==> config.mk <==
export PLATFORM = sky130hd
export DESIGN_NAME = io_bridge
export DESIGN_NICKNAME = d
export VERILOG_FILES = /design/src/hdl/soc_io_pkg.sv /design/src/hdl/io_bridge.sv
export SDC_FILE = /design/constraint.sdc
export NUM_CORES = 1
export LEC_CHECK = 0
export BUFFER_PORTS_ARGS = -buffer_cell sky130_fd_sc_hd__buf_4
export CORE_AREA = 2 2 108 110
export CTS_BUF_LIST = sky130_fd_sc_hd__clkbuf_4
export DETAILED_ROUTE_END_ITERATION = 16
export DIE_AREA = 0 0 110 112
export GPL_TIMING_DRIVEN = 0
export HOLD_SLACK_MARGIN = 0.15
export PLACE_DENSITY = 0.7
export SETUP_SLACK_MARGIN = 0.1
export SLEW_MARGIN = 20
export SYNTH_ARGS = -nofsm -noshare
export SYNTH_HDL_FRONTEND = slang
export SYNTH_SLANG_ARGS = --single-unit
==> constraint.sdc <==
create_clock -name clk20 -period 2.9 [get_ports clk20]
set_clock_uncertainty 0.05 [all_clocks]
set_input_delay 0.145 -clock clk20 [delete_from_list [all_inputs] [get_ports clk20]]
set_output_delay 0.145 -clock clk20 [all_outputs]
set_load 0.02 [all_outputs]
==> src/hdl/soc_io_pkg.sv <==
// ==========================================================
// soc_io shared definitions
// bus request structs, the bus word union, the address map
// and the random unit feedback taps
// ==========================================================
package soc_io_pkg;

	// wide bus request, one 64-bit transfer
	typedef struct packed {
		logic        we;
		logic [7:0]  sel;
		logic [31:0] adr;
		logic [63:0] dat;
	} bus_req_t;

	// narrow bus request, one 32-bit transfer
	// adr bits 2..0 rebuilt by the bridge from the lane selects
	typedef struct packed {
		logic        we;
		logic [3:0]  sel;
		logic [31:0] adr;
		logic [31:0] dat;
	} narrow_req_t;

	// 64-bit bus word, whole or split into lanes
	typedef union packed {
		logic [63:0] whole;
		struct packed {
			logic [31:0] hi;
			logic [31:0] lo;
		} lane;
	} bus_word_u;

	// ==========================================================
	// address map
	// ==========================================================
	// adr[31:20]
	localparam logic [11:0] SCR_REGION = 12'hFF4;
	// adr[31:4]
	localparam logic [27:0] LED_REGION = 28'hFFDC060;
	localparam logic [27:0] RND_REGION = 28'hFFDC0C0;
	// adr[31:16]
	localparam logic [15:0] VID_REGION = 16'hFFD0;

	// unmapped reads see this
	localparam logic [63:0] FILL_WORD = {4{16'h0080}};

	// galois feedback mask
	localparam logic [31:0] LFSR_TAPS = 32'h80200003;

endpackage

==> src/hdl/io_bridge.sv <==
// ==========================================================
// I/O bridge
// turns each 64-bit transfer into one or two 32-bit
// transfers on the narrow bus, lo lane first
// ==========================================================
module io_bridge
	import soc_io_pkg::*;
(
	input  logic        clk20,
	input  logic        reset_i,
	input  logic        req_i,
	input  bus_req_t    req_s_i,
	output logic        ack_o,
	output logic [63:0] rdata_o,
	output logic        n_req_o,
	output narrow_req_t n_req_s_o,
	input  logic        n_ack_i,
	input  logic [31:0] n_rdata_i
);

	// fsm states
	localparam logic [1:0] ST_IDLE = 2'd0;
	localparam logic [1:0] ST_XFER = 2'd1;
	localparam logic [1:0] ST_DROP = 2'd2;
	localparam logic [1:0] ST_ACK  = 2'd3;

	logic [1:0] state;
	// lane of the narrow transfer in flight
	logic       cur_hi;
	logic       lo_act;
	logic       hi_act;
	logic [3:0] lane_sel;
	logic [1:0] lane_ofs;
	bus_word_u  wr_word;
	bus_word_u  rd_word;

	assign lo_act        = |req_s_i.sel[3:0];
	assign hi_act        = |req_s_i.sel[7:4];
	assign wr_word.whole = req_s_i.dat;
	assign lane_sel      = cur_hi ? req_s_i.sel[7:4] : req_s_i.sel[3:0];

	// byte offset from lowest set select
	always_comb
	begin
		if (lane_sel[0])
			lane_ofs = 2'd0;
		else if (lane_sel[1])
			lane_ofs = 2'd1;
		else if (lane_sel[2])
			lane_ofs = 2'd2;
		else
			lane_ofs = 2'd3;
	end

	// master holds the wide struct until our ack, so this stays stable
	always_comb
	begin
		n_req_s_o.we  = req_s_i.we;
		n_req_s_o.sel = lane_sel;
		n_req_s_o.adr = {req_s_i.adr[31:3], cur_hi, lane_ofs};
		n_req_s_o.dat = cur_hi ? wr_word.lane.hi : wr_word.lane.lo;
	end

	// ==========================================================
	// sequencing
	// ==========================================================
	always_ff @(posedge clk20)
	begin
		if (reset_i)
		begin
			state   <= ST_IDLE;
			cur_hi  <= 1'b0;
			n_req_o <= 1'b0;
			ack_o   <= 1'b0;
		end
		else
		begin
			case (state)
			ST_IDLE:
				if (req_i && (lo_act || hi_act))
				begin
					// skip lo lane when it has no selects
					cur_hi  <= ~lo_act;
					n_req_o <= 1'b1;
					state   <= ST_XFER;
				end
				else if (req_i)
				begin
					// nothing selected, answer at once
					ack_o <= 1'b1;
					state <= ST_ACK;
				end
			ST_XFER:
				if (n_ack_i)
				begin
					n_req_o <= 1'b0;
					state   <= ST_DROP;
				end
			ST_DROP:
				// wait out the narrow ack before anything else
				if (!n_ack_i && !cur_hi && hi_act)
				begin
					cur_hi  <= 1'b1;
					n_req_o <= 1'b1;
					state   <= ST_XFER;
				end
				else if (!n_ack_i)
				begin
					ack_o <= 1'b1;
					state <= ST_ACK;
				end
			default:
				if (!req_i)
				begin
					ack_o <= 1'b0;
					state <= ST_IDLE;
				end
			endcase
		end
	end

	// single lane fills both halves, dual lane each its own
	always_ff @(posedge clk20)
	begin
		if (state == ST_XFER && n_ack_i)
		begin
			if (!cur_hi || !lo_act)
				rd_word.lane.lo <= n_rdata_i;
			if (cur_hi || !hi_act)
				rd_word.lane.hi <= n_rdata_i;
		end
	end

	assign rdata_o = rd_word.whole;

	// four-phase on the narrow side, ack seen low on the edge req went up
	a_narrow_handshake: assert property (@(posedge clk20) disable iff (reset_i)
		$rose(n_req_o) |-> !$past(n_ack_i))
		else $error("narrow req raised while previous ack still high");

endmodule

==> results.tsv, run 1 <==
metric	value	unit
status	complete, no violations	
Unique masters post-synth	26	
area grow syn2layout	87.2	%
H-tree levels	3	
dpl cells	562	
DRC Markers	0	
Slew headroom	50.0	%
GP Congestion	0.826	
first-pass GRT wire length	13.3	mm
Cell Area, Synth	2950	um2
top cell type's share of synthesized area	65.2	%
RSZ-0062 raised after global routing	false	
Clock Sinks	69	
gr usage total	14.7	%
CTS clk-pin slew, worst paths	110	ps
hold_ws	235	ps
Sequential cell area	2020	um2
post-DP HPWL	7.59	mm
Hold WC Path Type	primary input to flip-flop	
clk root buf	clkbuf_4	
fin nets	609	
Max-cap violations	0	
Worst EP arrival	2220	ps
# IOs	276	
DR iter-0 viols	80	
Overflow after GRT	0	
worst setup margin	736	ps
Final Setup Violations	0	
Multi-input gate area	653	um2
largest net degree at the start of global routing	20	
Cell Rows	39	
Max Root-Sink Buffers	2	
Critical Path Start Type	primary input	
Routed WL	9.44	mm
via count	2518	
final std cells w/o fill	616	
top cells by area, synth	edfxtp_1 (65%), mux2_2 (14%), buf_4 (8.4%), dfxtp_1 (3.4%), a2111oi_4 (0.93%)	
vias in the first global route	2630	
R2R Setup Slk	880	ps
min cycle time layout	2160	ps
worst skew pair latency	400	ps
Initial Util	26.4	%
PwrDens	457	nW/um2
DRT antenna net count	0	
setup bufs post-CTS	0	
fmax	0.462	GHz
TritonCTS clock tree	built	
n_diodes	0	
Synth Net Count	316	
fillers	980	
top cell type by total area after synthesis	edfxtp_1	
Warnings, synthesis	0	
drt first pass iters	4	
Yosys reg bits	69	
crit-path max FO	18	
Least-Margin Pin Slew	748	ps
Final period util	74.6	%
VDD IR max	0.201	mV
via/cell ratio	4.09	
Mapped Cells	175	
most frequent cells in the layout	buf_4 (275), edfxtp_1 (64), dlygate4sd3_1 (38)	
routed len/inst	15.3	um
commonest non-fill, non-tap cell in the layout	buf_4	
Die Area	12300	um2
Mean Syn Cell Area	16.8	um2
core area	11200	um2
pre-CTS setup slack	742	ps
Setup crit end kind	flip-flop	
max-slew violations	0	
Die H	112	um
Fin. Hold Viols	0	
Required @ worst endpoint	2960	ps
Leak Pwr	2.43	nW
initial antenna violation count	0	
CTS Buf Count	9	
Setup CP Type	primary input to flip-flop	
sequential cell area fraction in the yosys report	68.6	%
layout cells sized above 1	71.2	%
port bufs	242	
chip width	110	um
[per-layer routing]
metal	track usage [%]	routed length, um	part of all wire (%)
met1	15.0	3430	36
met2	25.9	4850	51
met3	5.04	916	9.7
met4	7.76	246	2.6
met5	0	0	0
[final cells by class]
type	instances	share of cell area (%)
clock buffers	9	1.22
plain buffers	37	5.08
flip-flops and latches	69	36.6
well taps	143	3.24
clock inverters	7	1.20
inverters	3	0.204
multi-input cells	66	11.8
repair buffers	282	40.6
[synth_stat cells, drive strengths merged]
master,n
nand3,2
o21ai,1
or4,1
mux2,36
nor4,2
o21a,2
mux2i,1
a2111oi,1
buf,37
a31oi,1
a211oi,3
nor2b,1
inv,3
a311oi,1
a221o,1
edfxtp,64
xor2,1
nor2,6
nand2b,1
nor3,1
a221oi,1
dfxtp,5
a21oi,3
[kinds of logic (layout without fill, tap and decap cells)]
kind of cell              after synthesis  count (layout)  share of synthesized area (%)
xor gates and xnor gates                1               1                          0.297
and+or+nand+nor                        14              14                           3.10
AOI/OAI and AO/OA                      14              14                           4.03
DFF                                    69              69                           68.6
muxes                                  37              37                           14.1
buffers and inverters                  40             338                           9.89
[worst paths after layout]
| kind | start | endpoint | cells after the start |
|---|---|---|---|
| max | req_s_i[99] | rdata_o[22] | 5 |
| min | req_s_i[103] | state[1] | 5 |
| max reg2reg | cur_hi | rdata_o[34] | 5 |
| min reg2reg | ack_o | ack_o | 1 |
[power by group]
part	internal [mW]	leakage, nW	total, mW	switching (mW)
Sequential	1.14	0.623	1.16	0.0166
Clock	0.258	0.0771	0.586	0.328
Combinational	0.411	1.73	0.775	0.365
[metrics by stage]
step | TNS (ps) | power (mW) | cell area, um2 | util, %
after CTS | 0 | 2.56 | 5520 | 49.4
final | 0 | 2.52 | 5520 | 49.4
after global placement | -54230 | 1.90 | 4940 | 44.2
after global routing | 0 | 2.65 | 5520 | 49.4
after floorplan | 0 | 1.56 | 2950 | -
after detailed placement | 0 | 1.92 | 5000 | 44.8
[critical path: stages]
cell           delay (ps)
dlygate4sd3_1         550
buf_4                 150
or4_1                 490
a21oi_4               650
buf_16                230
[registers in the layout (all words and copies together) (netlist names)]
| register | count |
|---|---|
| rdata_o | 64 |
| n_req_o | 1 |
| state | 2 |
| cur_hi | 1 |
| ack_o | 1 |
[what timing repair did]
action,CTS,global route
hold buffers,38,0
hold endpoints to repair,69,0
gates resized for setup,0,0
Power figures use the tool's default switching activity.
==> inputs of run 2 (changes only) <==
--- a/config.mk
+++ b/config.mk
@@ -6,13 +6,13 @@
 export NUM_CORES = 1
 export LEC_CHECK = 0
 export BUFFER_PORTS_ARGS = -buffer_cell sky130_fd_sc_hd__buf_4
-export CORE_AREA = 2 2 108 110
+export CORE_AREA = 2 2 107 109
 export CTS_BUF_LIST = sky130_fd_sc_hd__clkbuf_4
 export DETAILED_ROUTE_END_ITERATION = 16
-export DIE_AREA = 0 0 110 112
+export DIE_AREA = 0 0 109 111
 export GPL_TIMING_DRIVEN = 0
 export HOLD_SLACK_MARGIN = 0.15
-export PLACE_DENSITY = 0.7
+export PLACE_DENSITY = 0.69
 export SETUP_SLACK_MARGIN = 0.1
 export SLEW_MARGIN = 20
 export SYNTH_ARGS = -nofsm -noshare
==> constraint.sdc (replaced) <==
create_clock -name clk20 -period 2.2 [get_ports clk20]
set_clock_uncertainty 0.05 [all_clocks]
set_input_delay 0.11 -clock clk20 [delete_from_list [all_inputs] [get_ports clk20]]
set_output_delay 0.11 -clock clk20 [all_outputs]
set_load 0.02 [all_outputs]
==> run 2 against run 1 <==
Sequential share of layout area barely moved. Via count rose by 0.83%. Clock power rose by 4.8%. Setup slack got worse by 510 ps. First-iteration DRC count rose by 16%. Sequential power rose by 32%. Die area fell by 1.8%. Final area barely moved. Clock-buffer cell count rose by 1. Flip-flop and latch count did not move. Non-clock buffer count rose by 1.
==> results.tsv, run 2 (synthesis results as in run 1) <==
metric	value	unit	change
Cell Rows	39		unchanged
via/cell ratio	4.12		+0.67%
crit-path cells	buf_4 > clkbuf_4 > mux2_2 > buf_4		
Worst EP arrival	1810	ps	-410 ps
Clock Sinks	69		unchanged
Setup CP Type	flip-flop to output port		
RSZ-0062 raised after global routing	false		
Slew headroom	68.2	%	+18 points
first-pass GRT wire length	13.2	mm	-1.0%
Routed WL	9.10	mm	-3.6%
Overflow after GRT	0		unchanged
H-tree levels	3		unchanged
DRC Markers	0		unchanged
Final period util	89.7	%	
area grow syn2layout	87.1	%	about the same
VDD IR max	0.341	mV	+69%
Die H	111	um	-0.89%
worst skew pair latency	390	ps	about the same
Worst path most repeated cell	buf_4		
Setup TNS	0	ps	unchanged
Final Setup Violations	0		unchanged
max-slew violations	0		unchanged
drt first pass iters	4		unchanged
layout cells sized above 1	70.8	%	-0.42 points
fin nets	610		+0.16%
Hold WC Path Type	primary input to flip-flop		
min cycle time layout	1970	ps	
TritonCTS clock tree	built		
setup bufs post-CTS	0		unchanged
Critical Path Start Type	flip-flop		
worst setup margin	226	ps	-510 ps
Multi-input gate area	653	um2	unchanged
commonest non-fill, non-tap cell in the layout	buf_4		
gr usage total	14.5	%	-0.22 points
core area	11100	um2	-0.87%
routed len/inst	14.8	um	-3.7%
Setup crit end kind	output port		
Fin. Hold Viols	0		unchanged
port bufs	242		unchanged
clk root buf	clkbuf_4		
largest net degree at the start of global routing	24		+20%
status	complete, no violations		
pre-CTS setup slack	325	ps	-417 ps
slowest CP cell	dfxtp_1		
Worst setup endpoint	n_req_s_o[24]		
FF-to-FF End	rdata_o[40]		
vias in the first global route	2573		-2.2%
DRT antenna net count	0		unchanged
# IOs	276		unchanged
fillers	952		-2.9%
Max stage delay on crit path	440	ps	-210 ps
chip width	109	um	-0.91%
Initial Util	26.6	%	+0.23 points
fmax	0.507	GHz	
CTS clk-pin slew, worst paths	100	ps	about the same
CTS Buf Count	9		unchanged
Max-cap violations	0		unchanged
initial antenna violation count	1		+1
Sequential cell area	2020	um2	unchanged
post-DP HPWL	7.28	mm	-4.1%
Hold Crit Depth	4		-1
reg2reg path depth	5		unchanged
Die Area	12100	um2	-1.8%
via count	2539		+0.83%
PwrDens	573	nW/um2	+25%
number of flip-flops in the largest register	64		unchanged
GP Congestion	0.720		-13%
most frequent cells in the layout	buf_4 (275), edfxtp_1 (64), dlygate4sd3_1 (39)		
Leak Pwr	2.41	nW	-0.59%
DR iter-0 viols	93		+16%
crit-path max FO	10		-8
Critical R2R Launch	cur_hi		
Max Root-Sink Buffers	2		unchanged
Least-Margin Pin Slew	474	ps	-275 ps
Required @ worst endpoint	2040	ps	-920 ps
Setup crit start	cur_hi		
R2R Setup Slk	370	ps	-510 ps
## run 2: cell types whose count changed in the layout (fill, tap and decap cells not counted)
| cell | previous run | this run |
|---|---|---|
| buf_8 | 1 | 0 |
| dlygate4sd3_1 | 38 | 39 |
| buf_2 | 2 | 1 |
| clkinv_2 | 3 | 1 |
| diode_2 | 0 | 1 |
| bufinv_16 | 1 | 0 |
| clkinv_4 | 2 | 1 |
| clkbuf_4 | 9 | 11 |
| buf_16 | 1 | 2 |
| clkinvlp_4 | 0 | 1 |
| clkinv_1 | 1 | 2 |
## run 2: worst min-delay path by stage
stage / from / endpoint / slack [ps]
final: req_s_i[103] / rdata_o[48] / 290
after global routing: req_s_i[96] / rdata_o[9] / 290
after detailed placement: n_rdata_i[26] / rdata_o[26] / 250
after global placement: n_rdata_i[1] / rdata_o[1] / 250
after CTS: req_s_i[98] / rdata_o[26] / 250
after floorplan: reset_i / cur_hi / 130
## run 2: critical path: cells and delay by family, from the launching register on
kind	cells	cell delay, ps
flops	1	440
buf+inv	3	620
mux	1	360
## run 2: cell type report
cell class,instances,area share [%]
antenna,1,0.0454
tap,143,3.24
timing repair buffer,283,41.0
clock buffer,10,1.36
clock inverter,5,0.522
multi-input combinational,66,11.8
buffer,37,5.13
inverter,3,0.204
sequential,69,36.7
## run 2: per-stage QoR
stage          instances  utilization, %  hold slack, ps  power, mW  instance area, um2
4_1_cts              616            49.8             249       3.20                5510
3_3_place_gp         560            44.7             246       2.50                4950
3_5_place_dp         562            45.3             248       2.52                5020
5_1_grt              617            49.8             289       3.32                5520
2_1_floorplan        175               -             132       2.05                2950
6_report             617            49.8             293       3.16                5520
## run 2: power by group
part	internal, mW	switching (mW)	total [mW]
clock	0.231	0.382	0.614
sequential	1.50	0.0218	1.53
combinational	0.544	0.477	1.02
total	2.28	0.881	3.16
## run 2: per-layer routing
metal,wire [um],share of wire (%),track usage [%],up-vias
met5,0,0,0,-
met3,1130,12,5.23,5
met1,3290,36,15.9,1135
met2,4620,51,25.3,179
met4,77,0.85,5.13,0
li1,-,-,-,1220
## run 2: timing repair
action | in CTS | in global routing
gates resized for setup | 0 | 1
setup endpoints to repair | 0 | 10
endpoints found under the hold margin | 69 | 0
hold buffers | 39 | 0
==> inputs of run 3 (changes only) <==
--- a/config.mk
+++ b/config.mk
@@ -5,14 +5,14 @@
 export SDC_FILE = /design/constraint.sdc
 export NUM_CORES = 1
 export LEC_CHECK = 0
-export BUFFER_PORTS_ARGS = -buffer_cell sky130_fd_sc_hd__buf_4
 export CORE_AREA = 2 2 107 109
 export CTS_BUF_LIST = sky130_fd_sc_hd__clkbuf_4
 export DETAILED_ROUTE_END_ITERATION = 16
 export DIE_AREA = 0 0 109 111
+export DONT_BUFFER_PORTS = 1
 export GPL_TIMING_DRIVEN = 0
 export HOLD_SLACK_MARGIN = 0.15
-export PLACE_DENSITY = 0.69
+export PLACE_DENSITY = 0.47
 export SETUP_SLACK_MARGIN = 0.1
 export SLEW_MARGIN = 20
 export SYNTH_ARGS = -nofsm -noshare
==> run 3 against run 2 <==
Final area down 31%. Worst hold slack got worse by 55 ps. Global-route usage decreased by 1.5 points. Maximum frequency grew 0.89%. Setup slack gained 17 ps. Power shrank 6.0%. Combinational power fell by 41%. Clock power grew 26%. Critical path depth is 1 lower. First-iteration DRC count fell by 37%.
==> results.tsv, run 3 (synthesis results as in run 1) <==
metric	value	unit	change
post-DP HPWL	6.85	mm	-5.9%
Routed WL	8.62	mm	-5.3%
Initial Util	26.6	%	unchanged
sequential power share	53.8	%	+5.5 points
post-layout util	34.5	%	-15 points
area grow syn2layout	29.5	%	
Required @ worst endpoint	2040	ps	about the same
CTS Buf Count	9		unchanged
fmax	0.511	GHz	+0.89%
routed len/inst	22.5	um	+52%
max-slew violations	0		unchanged
Final period util	88.9	%	-0.79 points
initial antenna violation count	1		unchanged
Least-Margin Pin Slew	487	ps	+13.1 ps
Hold WC Path Type	primary input to flip-flop		
port bufs	0		-100%
FF-to-FF End	n_req_o		
sw frac	28.9	%	+1.1 points
Int Pwr	2.11	mW	-7.4%
H-tree levels	3		unchanged
DRT antenna net count	0		unchanged
fin nets	377		-38%
Sw Pwr	0.859	mW	-2.4%
vias in the first global route	1665		-35%
Max stage delay on crit path	460	ps	+20 ps
first-pass GRT wire length	11.0	mm	-17%
largest net degree at the start of global routing	23		-4.2%
gr usage total	13.0	%	-1.5 points
crit-path cells	buf_4 > buf_2 > mux2_2		
drt first pass iters	3		-1
Slew headroom	67.5	%	-0.68 points
Leak Pwr	1.31	nW	-46%
DR iter-0 viols	59		-37%
PwrDens	778	nW/um2	+36%
Critical Path Start Type	flip-flop		
core area	11100	um2	unchanged
Die H	111	um	unchanged
cell area after layout	3820	um2	-31%
Comb power frac	20.1	%	-12 points
number of flip-flops in the largest register	64		unchanged
status	complete, no violations		
CTS clk-pin slew, worst paths	110	ps	about the same
# IOs	276		unchanged
Max-cap violations	0		unchanged
VDD IR max	0.314	mV	-7.9%
reg2reg path depth	5		unchanged
Overflow after GRT	0		unchanged
Hold Crit Depth	4		unchanged
GP Congestion	0.754		+4.7%
commonest non-fill, non-tap cell in the layout	edfxtp_1		
via/cell ratio	4.55		+11%
Clock Sinks	69		unchanged
clock share of power	26.0	%	+6.6 points
crit-path max FO	10		unchanged
min cycle time layout	1960	ps	-17.4 ps
fillers	1057		+11%
Setup crit end kind	output port		
slowest CP cell	dfxtp_1		
Setup CP Type	flip-flop to output port		
chip width	109	um	unchanged
layout cells sized above 1	41.8	%	-29 points
Final Setup Violations	0		unchanged
Cell Rows	39		unchanged
Setup TNS	0	ps	unchanged
worst skew pair latency	400	ps	about the same
R2R Setup Slk	340	ps	-30 ps
Post-DP Area	3200	um2	-36%
Max Root-Sink Buffers	2		unchanged
RSZ-0062 raised after global routing	false		
Worst EP arrival	1800	ps	about the same
Worst Hold Endpoint	rdata_o[42]		
clk root buf	clkbuf_4		
Critical R2R Launch	state[0]		
most frequent cells in the layout	edfxtp_1 (64), dlygate4sd3_1 (44), buf_4 (36), mux2_2 (36), clkbuf_4 (10)		
Hold Startpoint	req_s_i[102]		
DRC Markers	0		unchanged
Die Area	12100	um2	unchanged
Fin. Hold Viols	0		unchanged
via count	1742		-31%
hold_ws	238	ps	-55.3 ps
TritonCTS clock tree	built		
==> run 3: cell types whose count changed in the layout (fill, tap and decap cells not counted), sizes merged <==
cell,change
clkinv,-2
clkbuf,-1
bufinv,+1
buf,-237
dlygate4sd3,+5
==> run 3: power by group through the flow <==
stage | Sequential [mW] | Combinational (mW) | Clock [mW]
floorplan | 1.62 | 0.433 | 0
global placement | 1.64 | 0.493 | 0
detailed placement | 1.63 | 0.512 | 0
CTS | 1.60 | 0.599 | 0.817
global route | 1.61 | 0.634 | 0.876
finish | 1.60 | 0.599 | 0.773
==> run 3: per-layer routing <==
| layer | share of wire [%] | global-route usage, % | routed length, um |
|---|---|---|---|
| met1 | 38 | 13.7 | 3310 |
| met4 | 1.1 | 4.62 | 97 |
| met2 | 50 | 22.4 | 4270 |
| met5 | 0 | 0 | 0 |
| met3 | 11 | 5.88 | 936 |
==> run 3: final cells by class <==
cell class / count / area [um2] / share of cell area [%]
flip-flops and latches: 69 / 2020 / 52.9
well taps: 143 / 179 / 4.69
diodes: 1 / 2.50 / 0.0655
clock buffers: 10 / 75.1 / 1.97
repair buffers: 50 / 538 / 14.1
plain buffers: 37 / 280 / 7.34
multi-input cells: 66 / 659 / 17.3
clock inverters: 4 / 51.3 / 1.34
inverters: 3 / 11.3 / 0.295
==> run 3: worst max path at each step <==
stage                startpoint             to  slack (ps)  depth (start not counted)
finish                   cur_hi  n_req_s_o[29]         240                          3
global route             cur_hi  n_req_s_o[29]         110                          3
floorplan           req_s_i[98]     rdata_o[0]         130                          2
detailed placement       cur_hi    rdata_o[57]         200                          5
global placement         cur_hi    rdata_o[57]        -620                          4
CTS                      cur_hi  n_req_s_o[33]         110                          3
==> run 3: through the flow <==
stage               cells  total power [mW]  setup WS, ps
floorplan             175              2.05           130
global placement      318              2.13          -617
detailed placement    320              2.15           198
CTS                   378              3.02           112
global route          382              3.12           107
finish                383              2.97           244
==> run 3: timing repair <==
item,CTS,global route
hold endpoints to repair,80,0
pin swaps,0,1
gates resized for setup,1,1
buffers inserted,0,4
hold buffers,44,0
setup endpoints to repair,1,2
==> run 3: critical path, delay by kind of cell (launching register included) <==
family   cells  cell delay (ps)
buf+inv      2              490
flops        1              460
mux          1              450
